==> config.mk <==
export PLATFORM = sky130hd
export DESIGN_NAME = wishbone_controller
export DESIGN_NICKNAME = d
export VERILOG_FILES = /design/src/hw/riscv_types_pkg.sv /design/src/hw/load_aligner.sv /design/src/hw/store_aligner.sv /design/src/hw/wishbone_controller.sv
export VERILOG_INCLUDE_DIRS = /design/src /design/src/hw
export SDC_FILE = /design/constraint.sdc
export NUM_CORES = 1
export LEC_CHECK = 0
export BUFFER_PORTS_ARGS = -buffer_cell sky130_fd_sc_hd__clkbuf_2
export CORE_AREA = 2 2 119 121
export CTS_CLUSTER_SIZE = 10
export DETAILED_ROUTE_END_ITERATION = 8
export DIE_AREA = 0 0 121 123
export GPL_TIMING_DRIVEN = 0
export PLACE_DENSITY = 0.51
export SYNTH_ARGS = -nofsm -noshare
export SYNTH_HDL_FRONTEND = slang
export SYNTH_SLANG_ARGS = --single-unit
==> constraint.sdc <==
create_clock -name clk -period 2.3 [get_ports clk]
set_clock_uncertainty 0.1 [all_clocks]
set_input_delay 0.345 -clock clk [delete_from_list [all_inputs] [get_ports clk]]
set_output_delay 0.345 -clock clk [all_outputs]
set_load 0.02 [all_outputs]
==> src/hw/lsu_defs.svh <==
`ifndef LSU_DEFS_SVH
`define LSU_DEFS_SVH

// ==========================================================================
// Data path sizing
// ==========================================================================

// One machine word, used for both data and byte addresses
`define LSU_XLEN 32

// Data RAM depth in words, byte addresses at or above 4x this get an error
`define LSU_RAM_WORDS 256

// ==========================================================================
// Build options
// ==========================================================================

// Nonzero builds the debug access mux in the bus stage
`define LSU_DEBUG_PORT 1

`endif

==> src/hw/riscv_types_pkg.sv <==
package riscv_types;

    // Store sizes, same codes as funct3 of the S-type instructions
    typedef enum logic [2:0] {
        SB = 3'b000,
        SH = 3'b001,
        SW = 3'b010
    } store_t;

    // Load sizes, funct3 of the I-type loads
    // Bit 2 set means zero extension
    typedef enum logic [2:0] {
        LB  = 3'b000,
        LH  = 3'b001,
        LW  = 3'b010,
        LBU = 3'b100,
        LHU = 3'b101
    } load_t;

endpackage

==> src/hw/load_aligner.sv <==
`timescale 1ns/1ps
`include "lsu_defs.svh"

module load_aligner (
    input  logic [1:0]           addr_i,
    input  riscv_types::load_t   op_i,
    input  logic [`LSU_XLEN-1:0] rdata_i,
    output logic [`LSU_XLEN-1:0] aligned_data_o
);

    import riscv_types::*;

    logic [7:0]  byte_sel;
    logic [15:0] half_sel;

    // Lane picked by the low address bits
    always_comb begin
        case (addr_i)
            2'd0:    byte_sel = rdata_i[7:0];
            2'd1:    byte_sel = rdata_i[15:8];
            2'd2:    byte_sel = rdata_i[23:16];
            default: byte_sel = rdata_i[31:24];
        endcase
    end

    assign half_sel = addr_i[1] ? rdata_i[31:16] : rdata_i[15:0];  // Bit 0 ignored

    // ======================================================================
    // Extension
    // ======================================================================

    always_comb begin
        case (op_i)
            LB: begin
                aligned_data_o = {{24{byte_sel[7]}}, byte_sel};
            end
            LBU: begin
                aligned_data_o = {24'd0, byte_sel};
            end
            LH: begin
                aligned_data_o = {{16{half_sel[15]}}, half_sel};
            end
            LHU: begin
                aligned_data_o = {16'd0, half_sel};
            end
            LW:      aligned_data_o = rdata_i;
            default: aligned_data_o = rdata_i;  // Raw word for unknown ops
        endcase
    end

endmodule

==> src/hw/store_aligner.sv <==
`timescale 1ns/1ps
`include "lsu_defs.svh"

module store_aligner (
    input  logic [`LSU_XLEN-1:0]   wdata_i,
    input  riscv_types::store_t    store_type_i,
    input  logic [1:0]             addr_i,
    input  logic                   mem_write_i,
    output logic [`LSU_XLEN/8-1:0] wsel_o,
    output logic [`LSU_XLEN-1:0]   aligned_data_o
);

    import riscv_types::*;

    logic [`LSU_XLEN/8-1:0] sel_d;  // Lane selects before write gating

    always_comb begin
        sel_d          = '0;
        aligned_data_o = wdata_i;
        case (store_type_i)
            SB: begin
                // Byte copied into every lane, select picks one
                aligned_data_o = {4{wdata_i[7:0]}};
                sel_d[addr_i]  = 1'b1;
            end
            SH: begin
                aligned_data_o = {2{wdata_i[15:0]}};
                sel_d          = addr_i[1] ? 4'b1100 : 4'b0011;  // Upper or lower half
            end
            SW: begin
                sel_d = '1;
            end
            default: begin
                sel_d = '0;  // Unknown size writes nothing
            end
        endcase
    end

    // Reads never assert byte selects
    assign wsel_o = mem_write_i ? sel_d : '0;

endmodule

==> src/hw/wishbone_controller.sv <==
`timescale 1ns/1ps
`include "lsu_defs.svh"

module wishbone_controller (
    input  logic                   clk,
    input  logic                   arst_n_i,

    // Core memory stage
    input  logic [`LSU_XLEN-1:0]   proc_addr_i,
    input  logic [`LSU_XLEN-1:0]   proc_wdata_i,
    input  logic                   proc_write_i,
    input  logic                   proc_read_i,
    input  logic [2:0]             proc_op_i,      // funct3 of the load or store
    output logic [`LSU_XLEN-1:0]   proc_rdata_o,
    output logic                   proc_ack_o,
    output logic                   proc_stall_o,

    // Debug access port, full words only
    input  logic                   core_halted_i,
    input  logic                   dbg_am_en_i,
    input  logic                   dbg_am_wr_i,
    input  logic [`LSU_XLEN-1:0]   dbg_am_ad_i,
    input  logic [`LSU_XLEN-1:0]   dbg_am_do_i,
    output logic [`LSU_XLEN-1:0]   dbg_am_di_o,
    output logic                   dbg_am_done_o,

    // Wishbone master
    output logic [`LSU_XLEN-1:0]   wb_adr_o,
    output logic [`LSU_XLEN-1:0]   wb_dat_o,
    output logic [`LSU_XLEN/8-1:0] wb_sel_o,
    output logic                   wb_we_o,
    output logic                   wb_cyc_o,
    output logic                   wb_stb_o,
    input  logic [`LSU_XLEN-1:0]   wb_dat_i,
    input  logic                   wb_ack_i,
    input  logic                   wb_err_i
);

    import riscv_types::*;

    // ======================================================================
    // Core request path
    // ======================================================================

    logic                   core_req;
    logic                   core_ack;      // Ack seen by the core
    logic                   core_err;
    logic [`LSU_XLEN/8-1:0] core_sel;
    logic [`LSU_XLEN-1:0]   core_wdata;
    logic [4:0]             rsp_q;         // {addr[1:0], op} of the access on the bus

    assign core_req     = proc_read_i | proc_write_i;
    assign proc_ack_o   = core_ack | core_err;
    assign proc_stall_o = core_req & ~proc_ack_o;  // Held until the response cycle

    store_aligner u_store_aligner (
        .wdata_i        (proc_wdata_i),
        .store_type_i   (store_t'(proc_op_i)),
        .addr_i         (proc_addr_i[1:0]),
        .mem_write_i    (proc_write_i),
        .wsel_o         (core_sel),
        .aligned_data_o (core_wdata)
    );

    // Request is held, so last cycle's sample matches the acked access
    always_ff @(posedge clk or negedge arst_n_i) begin
        if (!arst_n_i) begin
            rsp_q <= '0;
        end else begin
            rsp_q <= {proc_addr_i[1:0], proc_op_i};
        end
    end

    load_aligner u_load_aligner (
        .addr_i         (rsp_q[4:3]),
        .op_i           (load_t'(rsp_q[2:0])),
        .rdata_i        (wb_dat_i),
        .aligned_data_o (proc_rdata_o)
    );

    // ======================================================================
    // Bus ownership
    // ======================================================================

    assign dbg_am_di_o = wb_dat_i;  // No alignment for debug reads

    if (`LSU_DEBUG_PORT != 0) begin : g_dbg_mux
        // Debug owns the bus while the core is halted
        assign wb_adr_o = core_halted_i ? dbg_am_ad_i : proc_addr_i;
        assign wb_dat_o = core_halted_i ? dbg_am_do_i : core_wdata;
        assign wb_sel_o = core_halted_i ? '1          : core_sel;
        assign wb_we_o  = core_halted_i ? dbg_am_wr_i : proc_write_i;
        assign wb_cyc_o = core_halted_i ? dbg_am_en_i : core_req;
        assign wb_stb_o = core_halted_i ? dbg_am_en_i : core_req;

        assign core_ack      = ~core_halted_i & wb_ack_i;
        assign core_err      = ~core_halted_i & wb_err_i;
        assign dbg_am_done_o = core_halted_i & (wb_ack_i | wb_err_i);
    end else begin : g_core_only
        assign wb_adr_o = proc_addr_i;
        assign wb_dat_o = core_wdata;
        assign wb_sel_o = core_sel;
        assign wb_we_o  = proc_write_i;
        assign wb_cyc_o = core_req;
        assign wb_stb_o = core_req;

        assign core_ack      = wb_ack_i;
        assign core_err      = wb_err_i;
        assign dbg_am_done_o = 1'b0;
    end

endmodule

==> results_dict.tcl, run 1 <==
set metrics [dict create \
    route.detailed.drc 0 \
    die_area_um2 14900 \
    avgViaCountPerCell 4.61 \
    synth_top_family_by_area "multiplexers" \
    place_congestion 0.874 \
    required_ns 1.86 \
    drv_slew 0 \
    cp_top_family "buffers and inverters" \
    hold_violations 0 \
    final.setup.tns_ns -0.00580 \
    cp_slowest_cell "dfrtp_1" \
    synth_ff_type "dfrtp_1" \
    min_path_type "in2reg" \
    path_max_fanout 10 \
    rsz0062_at_grt "yes" \
    tightest_slew_ns 0.615 \
    start_util 0.185 \
    synth_commonest_cells "mux2_2 (53), buf_4 (34), nand2_1 (34), o21ai_0 (32), mux2i_1 (24)" \
    synth_edf_count 0 \
    dr.pass1.iters 4 \
    yosysSeqAreaShare 0.0496 \
    grt_pass1_vias 3666 \
    routed_wl_um 14700 \
    drv_cap 0 \
    p_int_uw 815 \
    yosys.area_share.adder 0 \
    synth_seq_cells 5 \
    clock.fmax_mhz 434 \
    syn_inst 311 \
    critPathKind "reg2out" \
    power.density_nw_per_um2 331 \
    reg_top3 "rsp_q (5)" \
    postRouteAntennaNets 0 \
    antenna_found_initial 0 \
    cts.sinks 5 \
    nNetsFinal 811 \
    seq_power_share 0.064 \
    cts_tree "built" \
    p_switching_uw 698 \
    yosysWarnings 0 \
    drt-wirelength-per-cell_um 18.0 \
    path_clk_slew_ns 0.03 \
    crit_top_cell "buf_6" \
    synth_xor_xnor_area_share 0 \
    avgSynthCellArea_um2 8.11 \
    synth_simple_gate_area_frac 0.129 \
    synth_most_common_cell "mux2_2" \
    cpPeakStageDelay_ns 0.38 \
    top_register "rsp_q" \
    worst-path-buf-inv 4 \
    utilization 0.336 \
    cp-end-kind "primary output" \
    die_w_um 121 \
    status "complete, but fails checks" \
    placed_area_um2 4290 \
    combPwrFrac 0.751 \
    slew-limit-headroom 0.589 \
    hold_ws_ns 0.164 \
    ioPinCount 310 \
    grt_util_all_layers 0.182 \
    p_sw_frac 0.461 \
    cts-root-buf "clkbuf_16" \
    cp-start-kind "flop" \
    synthTopCellsByArea "mux2_2 (24%), buf_4 (10%), mux2i_1 (9.5%), mux4_1 (8.3%), o21ai_0 (6.3%)" \
    hpwlAfterDp_um 12900 \
    numCtsBuffers 3 \
    drtIter0Drc 189 \
    p_leak_nw 2.44 \
    rows 43 \
    synthMuxAreaShare 0.421 \
    overflow 0 \
    path_cells "buf_6 -> buf_4 -> mux2_4 -> a31oi_4 -> buf_6 -> a2bb2oi_1 -> buf_2" \
    synth-compound-area-share 0.233 \
    irDropWorstVdd_v 0.000168 \
    synth_top_area_cell "mux2_2" \
    syn_area_um2 2520 \
    core_um2 13600 \
    vias 3771 \
    pre_cts_ws_ns 0.0855 \
    synth-async-reset-ratio 1.00 \
    largest_reg_flops 5 \
    worstPathArrival_ns 1.86 \
    antenna_cells 0 \
    layout-drive-gt1-share 0.713 \
    design_area_um2 4570 \
    fin_ws_ns -0.00580 \
    synth_nets 483 \
    io_buffers 308 \
    fin_crit_sh 1.00 \
    die_h_um 123 \
    grt_pass1_wl_um 20800 \
    htree_levels 1 \
    violations "negative setup slack" \
    final.min_clock_period_ns 2.31 \
    grt_max_degree 11 \
    setup_viol_count_final 1 \
    clkPwrFrac 0.185 \
    clk_path_buf_depth 2 \
    area.growth.synth_to_final_pct 81.1 \
    yosysUniqueCellTypes 37 \
    synth_top_area_frac 0.236 \
]
## routing by layer
metal	global-route usage	routed length [um]	up-vias
met5	0	0	-
met4	0.0334	118	0
met3	0.0304	1170	7
li1	-	-	1778
met2	0.382	8400	218
met1	0.187	5020	1768
## worst paths after layout
kind / startpoint / end / slack [ns] / cells past startpoint
max: rsp_q[4]$_DFF_PN0_ / proc_rdata_o[20] / -0.006 / 7
min: proc_op_i[1] / rsp_q[1]$_DFF_PN0_ / 0.16 / 1
max in group asynchronous: arst_n_i / rsp_q[2]$_DFF_PN0_ / 1.56 / 2
min in group asynchronous: arst_n_i / rsp_q[3]$_DFF_PN0_ / 0.40 / 2
## through the flow
stage                     total power, mW  cells
after floorplan                     0.729    311
after global placement               1.19    799
after detailed placement             1.19    799
after CTS                            1.49    804
after global routing                 1.60    818
final                                1.51    818
## area by class of cell
class                   count  area, um2
plain buffers              58        413
clock buffers               4       78.8
fillers                  1489       9040
inverters                   6       25.0
multi-input cells         242       2020
flip-flops and latches      5        125
well taps                 180        225
repair buffers            323       1680
## power by group through the flow
stage	Sequential, mW	Combinational (mW)	Clock [mW]
after floorplan	0.0970	0.632	0
after global placement	0.0982	1.09	0
after detailed placement	0.0984	1.09	0
after CTS	0.0975	1.11	0.287
after global routing	0.0978	1.22	0.291
final	0.0972	1.14	0.280
## cell usage in the layout (no fill, tap or decap), drive strengths merged, types with 4 or more instances in the layout
cell,count
inv,6
clkbuf,302
mux4,8
mux2,54
o221ai,4
a21oi,7
a2bb2oi,16
o22ai,7
nor2b,6
o21bai,4
nand2,34
o21ai,34
nor2,22
a211oi,7
dfrtp,5
buf,82
mux2i,24
## cell families (layout without fill, tap and decap cells)
kind of cell           after synthesis  after routing
flip-flops                           5              5
buffers and inverters               64            391
AO/OA/AOI/OAI                       85             85
multiplexers                        86             86
AND/OR/NAND/NOR                     71             71
## what timing repair did
action | CTS | global route
hold buffers | 1 | 0
cloned | 0 | 0
buffers inserted | 0 | 14
endpoints found under the hold margin | 5 | 0
resized for setup | 12 | 46
pin swaps | 3 | 9
endpoints found under the setup margin | 19 | 25
(Power assumes the default switching activity.)
==> inputs of run 2 (changes only) <==
--- a/config.mk
+++ b/config.mk
@@ -6,13 +6,15 @@
 export SDC_FILE = /design/constraint.sdc
 export NUM_CORES = 1
 export LEC_CHECK = 0
+export ABC_AREA = 1
 export BUFFER_PORTS_ARGS = -buffer_cell sky130_fd_sc_hd__clkbuf_2
 export CORE_AREA = 2 2 119 121
+export CTS_BUF_LIST = sky130_fd_sc_hd__clkbuf_16
 export CTS_CLUSTER_SIZE = 10
 export DETAILED_ROUTE_END_ITERATION = 8
 export DIE_AREA = 0 0 121 123
 export GPL_TIMING_DRIVEN = 0
-export PLACE_DENSITY = 0.51
+export PLACE_DENSITY = 0.53
 export SYNTH_ARGS = -nofsm -noshare
 export SYNTH_HDL_FRONTEND = slang
 export SYNTH_SLANG_ARGS = --single-unit
==> run 2 against run 1 <==
Effect of this change: synthesized area increased by 8.4%; combinational power decreased by 4%; final area increased by 0.85%; utilization increased by 0.28 points; the run now ends clean; fmax increased by 6.1%; synthesized cell count increased by 77%.
==> results_dict.tcl, run 2 <==
set metrics [dict create \
    status "finished clean" \
    fin_crit_sh 0.945 \
    reg_top3 "rsp_q (5)" \
    nNetsFinal 1037 \
    yosysSeqAreaShare 0.0457 \
    cts.sinks 5 \
    avgViaCountPerCell 4.35 \
    drt-wirelength-per-cell_um 14.4 \
    core_um2 13600 \
    syn_area_um2 2740 \
    min_path_type "in2reg" \
    grt_util_all_layers 0.186 \
    die_h_um 123 \
    area.growth.synth_to_final_pct 68.4 \
    yosysUniqueCellTypes 26 \
    grt_pass1_vias 4087 \
    hold_violations 0 \
    p_leak_nw 3.03 \
    setup_viol_count_final 0 \
    drv_slew 0 \
    drtIter0Drc 252 \
    worstPathArrival_ns 1.73 \
    synthTopCellsByArea "nand2_1 (29%), nor2_1 (11%), buf_4 (9.9%), nand3_1 (9.5%), nand3_2 (8.0%)" \
    postRouteAntennaNets 0 \
    power.density_nw_per_um2 320 \
    clk_path_buf_depth 2 \
    overflow 0 \
    path_clk_slew_ns 0.03 \
    cts_tree "built" \
    synth_top_area_frac 0.294 \
    stdcell_count 1044 \
    place_congestion 0.887 \
    yosysWarnings 0 \
    top_register "rsp_q" \
    start_util 0.201 \
    cp-start-kind "flop" \
    die_w_um 121 \
    slew-limit-headroom 0.640 \
    synthMuxAreaShare 0 \
    synth_xor_xnor_area_share 0 \
    largest_reg_flops 5 \
    layout-drive-gt1-share 0.464 \
    grt_max_degree 11 \
    mostFrequentLayoutCells "clkbuf_2 (308), nand2_1 (214), nor2_1 (77), nand3_1 (52), inv_1 (43)" \
    ioPinCount 310 \
    synth_ff_type "dfrtp_1" \
    vias 4537 \
    synth_top_area_cell "nand2_1" \
    cp-end-kind "primary output" \
    synth_commonest_cells "nand2_1 (214), nor2_1 (80), nand3_1 (52), inv_1 (42), buf_4 (36)" \
    cts-root-buf "clkbuf_16" \
    synth_seq_cells 5 \
    required_ns 1.86 \
    synth-compound-area-share 0.0718 \
    antenna_found_initial 0 \
    final.min_clock_period_ns 2.17 \
    rsz0062_at_grt "no" \
    htree_levels 1 \
    cts_setup_buffers 0 \
    hold_path.startpoint "proc_addr_i[0]" \
    synth-async-reset-ratio 1.00 \
    drv_cap 0 \
    final.setup.tns_ns 0 \
    avgSynthCellArea_um2 4.97 \
    syn_inst 551 \
    route.detailed.drc 0 \
    grt_pass1_wl_um 21600 \
    dr.pass1.iters 4 \
    antenna_cells 0 \
    clock.fmax_mhz 460 \
    numCtsBuffers 3 \
    final_common_cell "clkbuf_2" \
    synth_top_family_by_area "simple AND/OR/NAND/NOR gates" \
    hold_depth 1 \
    power_mw 1.48 \
    holdPathEnd "rsp_q[3]$_DFF_PN0_" \
    synth_edf_count 0 \
    io_buffers 308 \
    rows 43 \
    path_max_fanout 10 \
    synth_simple_gate_area_frac 0.670 \
    synth_most_common_cell "nand2_1" \
    irDropWorstVdd_v 0.000161 \
    routed_wl_um 15000 \
    dpl.cell_count 1039 \
    critPathKind "reg2out" \
    yosys.area_share.adder 0 \
    hpwlAfterDp_um 13000 \
    die_area_um2 14900 \
    synth_nets 723 \
    tightest_slew_ns 0.540 \
]
-- run 2: cell types whose count changed after synthesis, moves of 12 or more --
cell	delta
mux2i_1	-24
nand4_1	+12
nand3_1	+51
a2bb2oi_1	-16
nor2_1	+59
inv_1	+37
mux2_2	-53
nand3_2	+21
nand2_1	+180
-- run 2: cells by family (layout without fill, tap and decap cells) --
| group | count (synthesis) | in the layout |
|---|---|---|
| and+or+nand+nor | 401 | 401 |
| DFF | 5 | 5 |
| AOI/OAI and AO/OA | 35 | 35 |
| buffers and inverters | 110 | 423 |
-- run 2: worst max-delay path, cell delays in order, from the launching register on --
cell      delay [ns]
dfrtp_1         0.35
buf_2           0.15
nor2_2          0.09
inv_1           0.17
nor2_2          0.17
nand3_4         0.13
buf_6           0.18
nand3_2         0.06
clkbuf_2        0.18
-- run 2: per-stage QoR --
stage	hold WS, ns	setup slack (ns)	instance area, um2	util
floorplan	-0.0506	0.502	2740	-
global placement	0.0639	0.174	4500	0.331
detailed placement	0.0652	0.199	4500	0.331
CTS	0.182	0.0554	4600	0.338
global route	0.193	0.0237	4610	0.339
finish	0.186	0.127	4610	0.339
-- run 2: timing repair --
action / 4_1_cts / 5_1_grt
endpoints found under the hold margin: 5 / 0
hold buffers: 1 / 0
setup endpoints to repair: 7 / 13
gates cloned: 0 / 0
gates resized for setup: 1 / 4
-- run 2: worst max-delay path by stage --
stage	slack (ns)	depth (start not counted)	from	to
floorplan	0.50	5	core_halted_i	wb_stb_o
global placement	0.17	8	proc_op_i[1]	wb_dat_o[11]
detailed placement	0.20	8	proc_op_i[1]	wb_dat_o[11]
CTS	0.06	8	rsp_q[1]$_DFF_PN0_	proc_rdata_o[15]
global route	0.02	8	rsp_q[1]$_DFF_PN0_	proc_rdata_o[15]
finish	0.13	8	rsp_q[1]$_DFF_PN0_	proc_rdata_o[15]
-- run 2: layer usage --
layer  global-route usage  wire [um]  vias up
li1                     -          -     2330
met1                0.207       5570     1989
met2                0.363       8110      204
met3               0.0314       1090       14
met4               0.0487        257        0
met5                    0          0        -
-- run 2: power breakdown --
| part | internal (mW) | switching [mW] | total (mW) |
|---|---|---|---|
| combinational | 0.405 | 0.694 | 1.10 |
| sequential | 0.0930 | 0.00462 | 0.0976 |
| clock | 0.225 | 0.0532 | 0.278 |
| total | 0.723 | 0.752 | 1.48 |
-- run 2: cell type report --
cell class	count	area [um2]
Tap cell	180	225
Multi-Input combinational cell	436	2040
Clock inverter	1	3.75
Buffer	64	408
Inverter	46	176
Fill cell	1613	9000
Timing Repair Buffer	309	1550
Clock buffer	3	75.1
Sequential cell	5	125
==> inputs of run 3 (changes only) <==
--- a/config.mk
+++ b/config.mk
@@ -8,13 +8,13 @@
 export LEC_CHECK = 0
 export ABC_AREA = 1
 export BUFFER_PORTS_ARGS = -buffer_cell sky130_fd_sc_hd__clkbuf_2
-export CORE_AREA = 2 2 119 121
+export CORE_AREA = 2 2 121 123
 export CTS_BUF_LIST = sky130_fd_sc_hd__clkbuf_16
 export CTS_CLUSTER_SIZE = 10
 export DETAILED_ROUTE_END_ITERATION = 8
-export DIE_AREA = 0 0 121 123
+export DIE_AREA = 0 0 123 125
 export GPL_TIMING_DRIVEN = 0
-export PLACE_DENSITY = 0.53
+export PLACE_DENSITY = 0.51
 export SYNTH_ARGS = -nofsm -noshare
 export SYNTH_HDL_FRONTEND = slang
 export SYNTH_SLANG_ARGS = --single-unit
==> constraint.sdc (replaced) <==
create_clock -name clk -period 2.8 [get_ports clk]
set_clock_uncertainty 0.1 [all_clocks]
set_input_delay 0.42 -clock clk [delete_from_list [all_inputs] [get_ports clk]]
set_output_delay 0.42 -clock clk [all_outputs]
set_load 0.02 [all_outputs]
==> run 3 against run 2 <==
Effect of this change: power fell by 19%; highest routed layer unchanged; sequential share of layout area about the same; die area up 3.3%; largest power group unchanged.
==> results_dict.tcl, run 3 (same netlist as run 2, synthesis figures left out) <==
set metrics [dict create \
    cpPeakStageDelay_ns 0.36 \
    dr.pass1.iters 4 \
    worst-path-buf-inv 3 \
    power.density_nw_per_um2 261 \
    die_w_um 123 \
    slew-limit-headroom 0.650 \
    postRouteAntennaNets 0 \
    drv_cap 0 \
    area.growth.synth_to_final_pct 68.0 \
    cp-start-kind "flop" \
    cts_setup_buffers 0 \
    drt-wirelength-per-cell_um 14.1 \
    utilization 0.324 \
    route.detailed.drc 0 \
    grt_pass1_wl_um 22300 \
    fin_crit_sh 0.846 \
    htree_levels 1 \
    avgViaCountPerCell 4.22 \
    start_util 0.193 \
    largest_reg_flops 5 \
    path_clk_slew_ns 0.03 \
    antenna_cells 0 \
    setup_viol_count_final 0 \
    antenna_found_initial 0 \
    die_area_um2 15400 \
    vias 4425 \
    clk_path_buf_depth 2 \
    cts.sinks 5 \
    grt_pass1_vias 4080 \
    drtIter0Drc 199 \
    path_cells "buf_6 -> nor2_2 -> nand2_1 -> nand3_2 -> nand3_4 -> buf_6 -> nand3_2 -> clkbuf_2" \
    path_max_fanout 10 \
    irDropWorstVdd_v 0.000124 \
    hpwlAfterDp_um 12900 \
    rows 44 \
    cp_top_family "simple AND/OR/NAND/NOR gates" \
    clock.fmax_mhz 422 \
    final_common_cell "clkbuf_2" \
    routed_wl_um 14800 \
    cts-root-buf "clkbuf_16" \
    place_congestion 0.870 \
    critPathKind "reg2out" \
    layout-drive-gt1-share 0.459 \
    grt_util_all_layers 0.182 \
    grt_max_degree 11 \
    numCtsBuffers 3 \
    tightest_slew_ns 0.524 \
    die_h_um 125 \
    final.min_clock_period_ns 2.37 \
    cts_tree "built" \
    mostFrequentLayoutCells "clkbuf_2 (308), nand2_1 (214), nor2_1 (80), nand3_1 (52), inv_1 (43)" \
    nNetsFinal 1037 \
    top_register "rsp_q" \
    drv_slew 0 \
    min_path_type "in2reg" \
    ioPinCount 310 \
    reg_top3 "rsp_q (5)" \
    p_leak_nw 3.03 \
    core_um2 14200 \
    status "finished clean" \
    worstPathArrival_ns 1.85 \
    overflow 0 \
    rsz0062_at_grt "no" \
    io_buffers 308 \
    cp-end-kind "primary output" \
    required_ns 2.28 \
    hold_violations 0 \
    fillCellCount 1733 \
    final.setup.tns_ns 0 \
    cp_slowest_cell "dfrtp_1" \
]
## run 3: changes by cell type in the layout (fill, tap and decap cells not counted)
cell / previous run / this run
nor2_1: 77 / 80
nor2_2: 4 / 2
clkinv_1: 0 / 1
clkinvlp_4: 1 / 0
nor2_4: 3 / 2
## run 3: stage by stage
stage / instances / hold slack (ns) / setup slack (ns) / total power [mW] / instance area (um2)
6_report: 1048 / 0.257 / 0.432 / 1.20 / 4600
5_1_grt: 1048 / 0.261 / 0.271 / 1.29 / 4600
4_1_cts: 1048 / 0.253 / 0.408 / 1.22 / 4600
3_5_place_dp: 1043 / 0.139 / 0.586 / 0.984 / 4510
3_3_place_gp: 1043 / 0.137 / 0.573 / 0.984 / 4510
2_1_floorplan: 551 / 0.0244 / 0.852 / 0.601 / 2740
## run 3: repair_timing
action                    in CTS  in global routing
hold endpoints to repair       5                  0
resized for setup              0                  0
hold buffers                   1                  0
## run 3: power by group
group          total (mW)  internal [mW]  switching [mW]  leakage, nW
Combinational       0.895          0.332           0.563         2.93
Sequential         0.0793         0.0764         0.00291       0.0583
Clock               0.227          0.185          0.0425       0.0423
Total                1.20          0.593           0.609         3.03
## run 3: path summary, 6_finish.rpt
kind / from / end / slack [ns] / cells past startpoint
worst max-delay path: rsp_q[3]$_DFF_PN0_ / proc_rdata_o[8] / 0.43 / 8
worst min-delay path: proc_addr_i[0] / rsp_q[3]$_DFF_PN0_ / 0.26 / 1
max in group asynchronous: arst_n_i / rsp_q[4]$_DFF_PN0_ / 2.01 / 2
min in group asynchronous: arst_n_i / rsp_q[1]$_DFF_PN0_ / 0.46 / 2
## run 3: routing by layer
| metal | up-vias | GRT usage | wire, um | part of all wire |
|---|---|---|---|---|
| li1 | 2330 | - | - | - |
| met1 | 1878 | 0.210 | 5600 | 0.38 |
| met2 | 199 | 0.343 | 7670 | 0.52 |
| met3 | 18 | 0.0283 | 1110 | 0.075 |
| met4 | 0 | 0.0488 | 366 | 0.025 |
| met5 | - | 0 | 0 | 0 |
## run 3: final cells by class
class,count,area [um2],area share
Tap cell,184,230,0.0501
Sequential cell,5,125,0.0272
Clock inverter,1,3.75,0.000817
Clock buffer,3,75.1,0.0163
Multi-Input combinational cell,436,2030,0.442
Timing Repair Buffer,309,1550,0.338
Buffer,64,408,0.0887
Inverter,46,173,0.0376
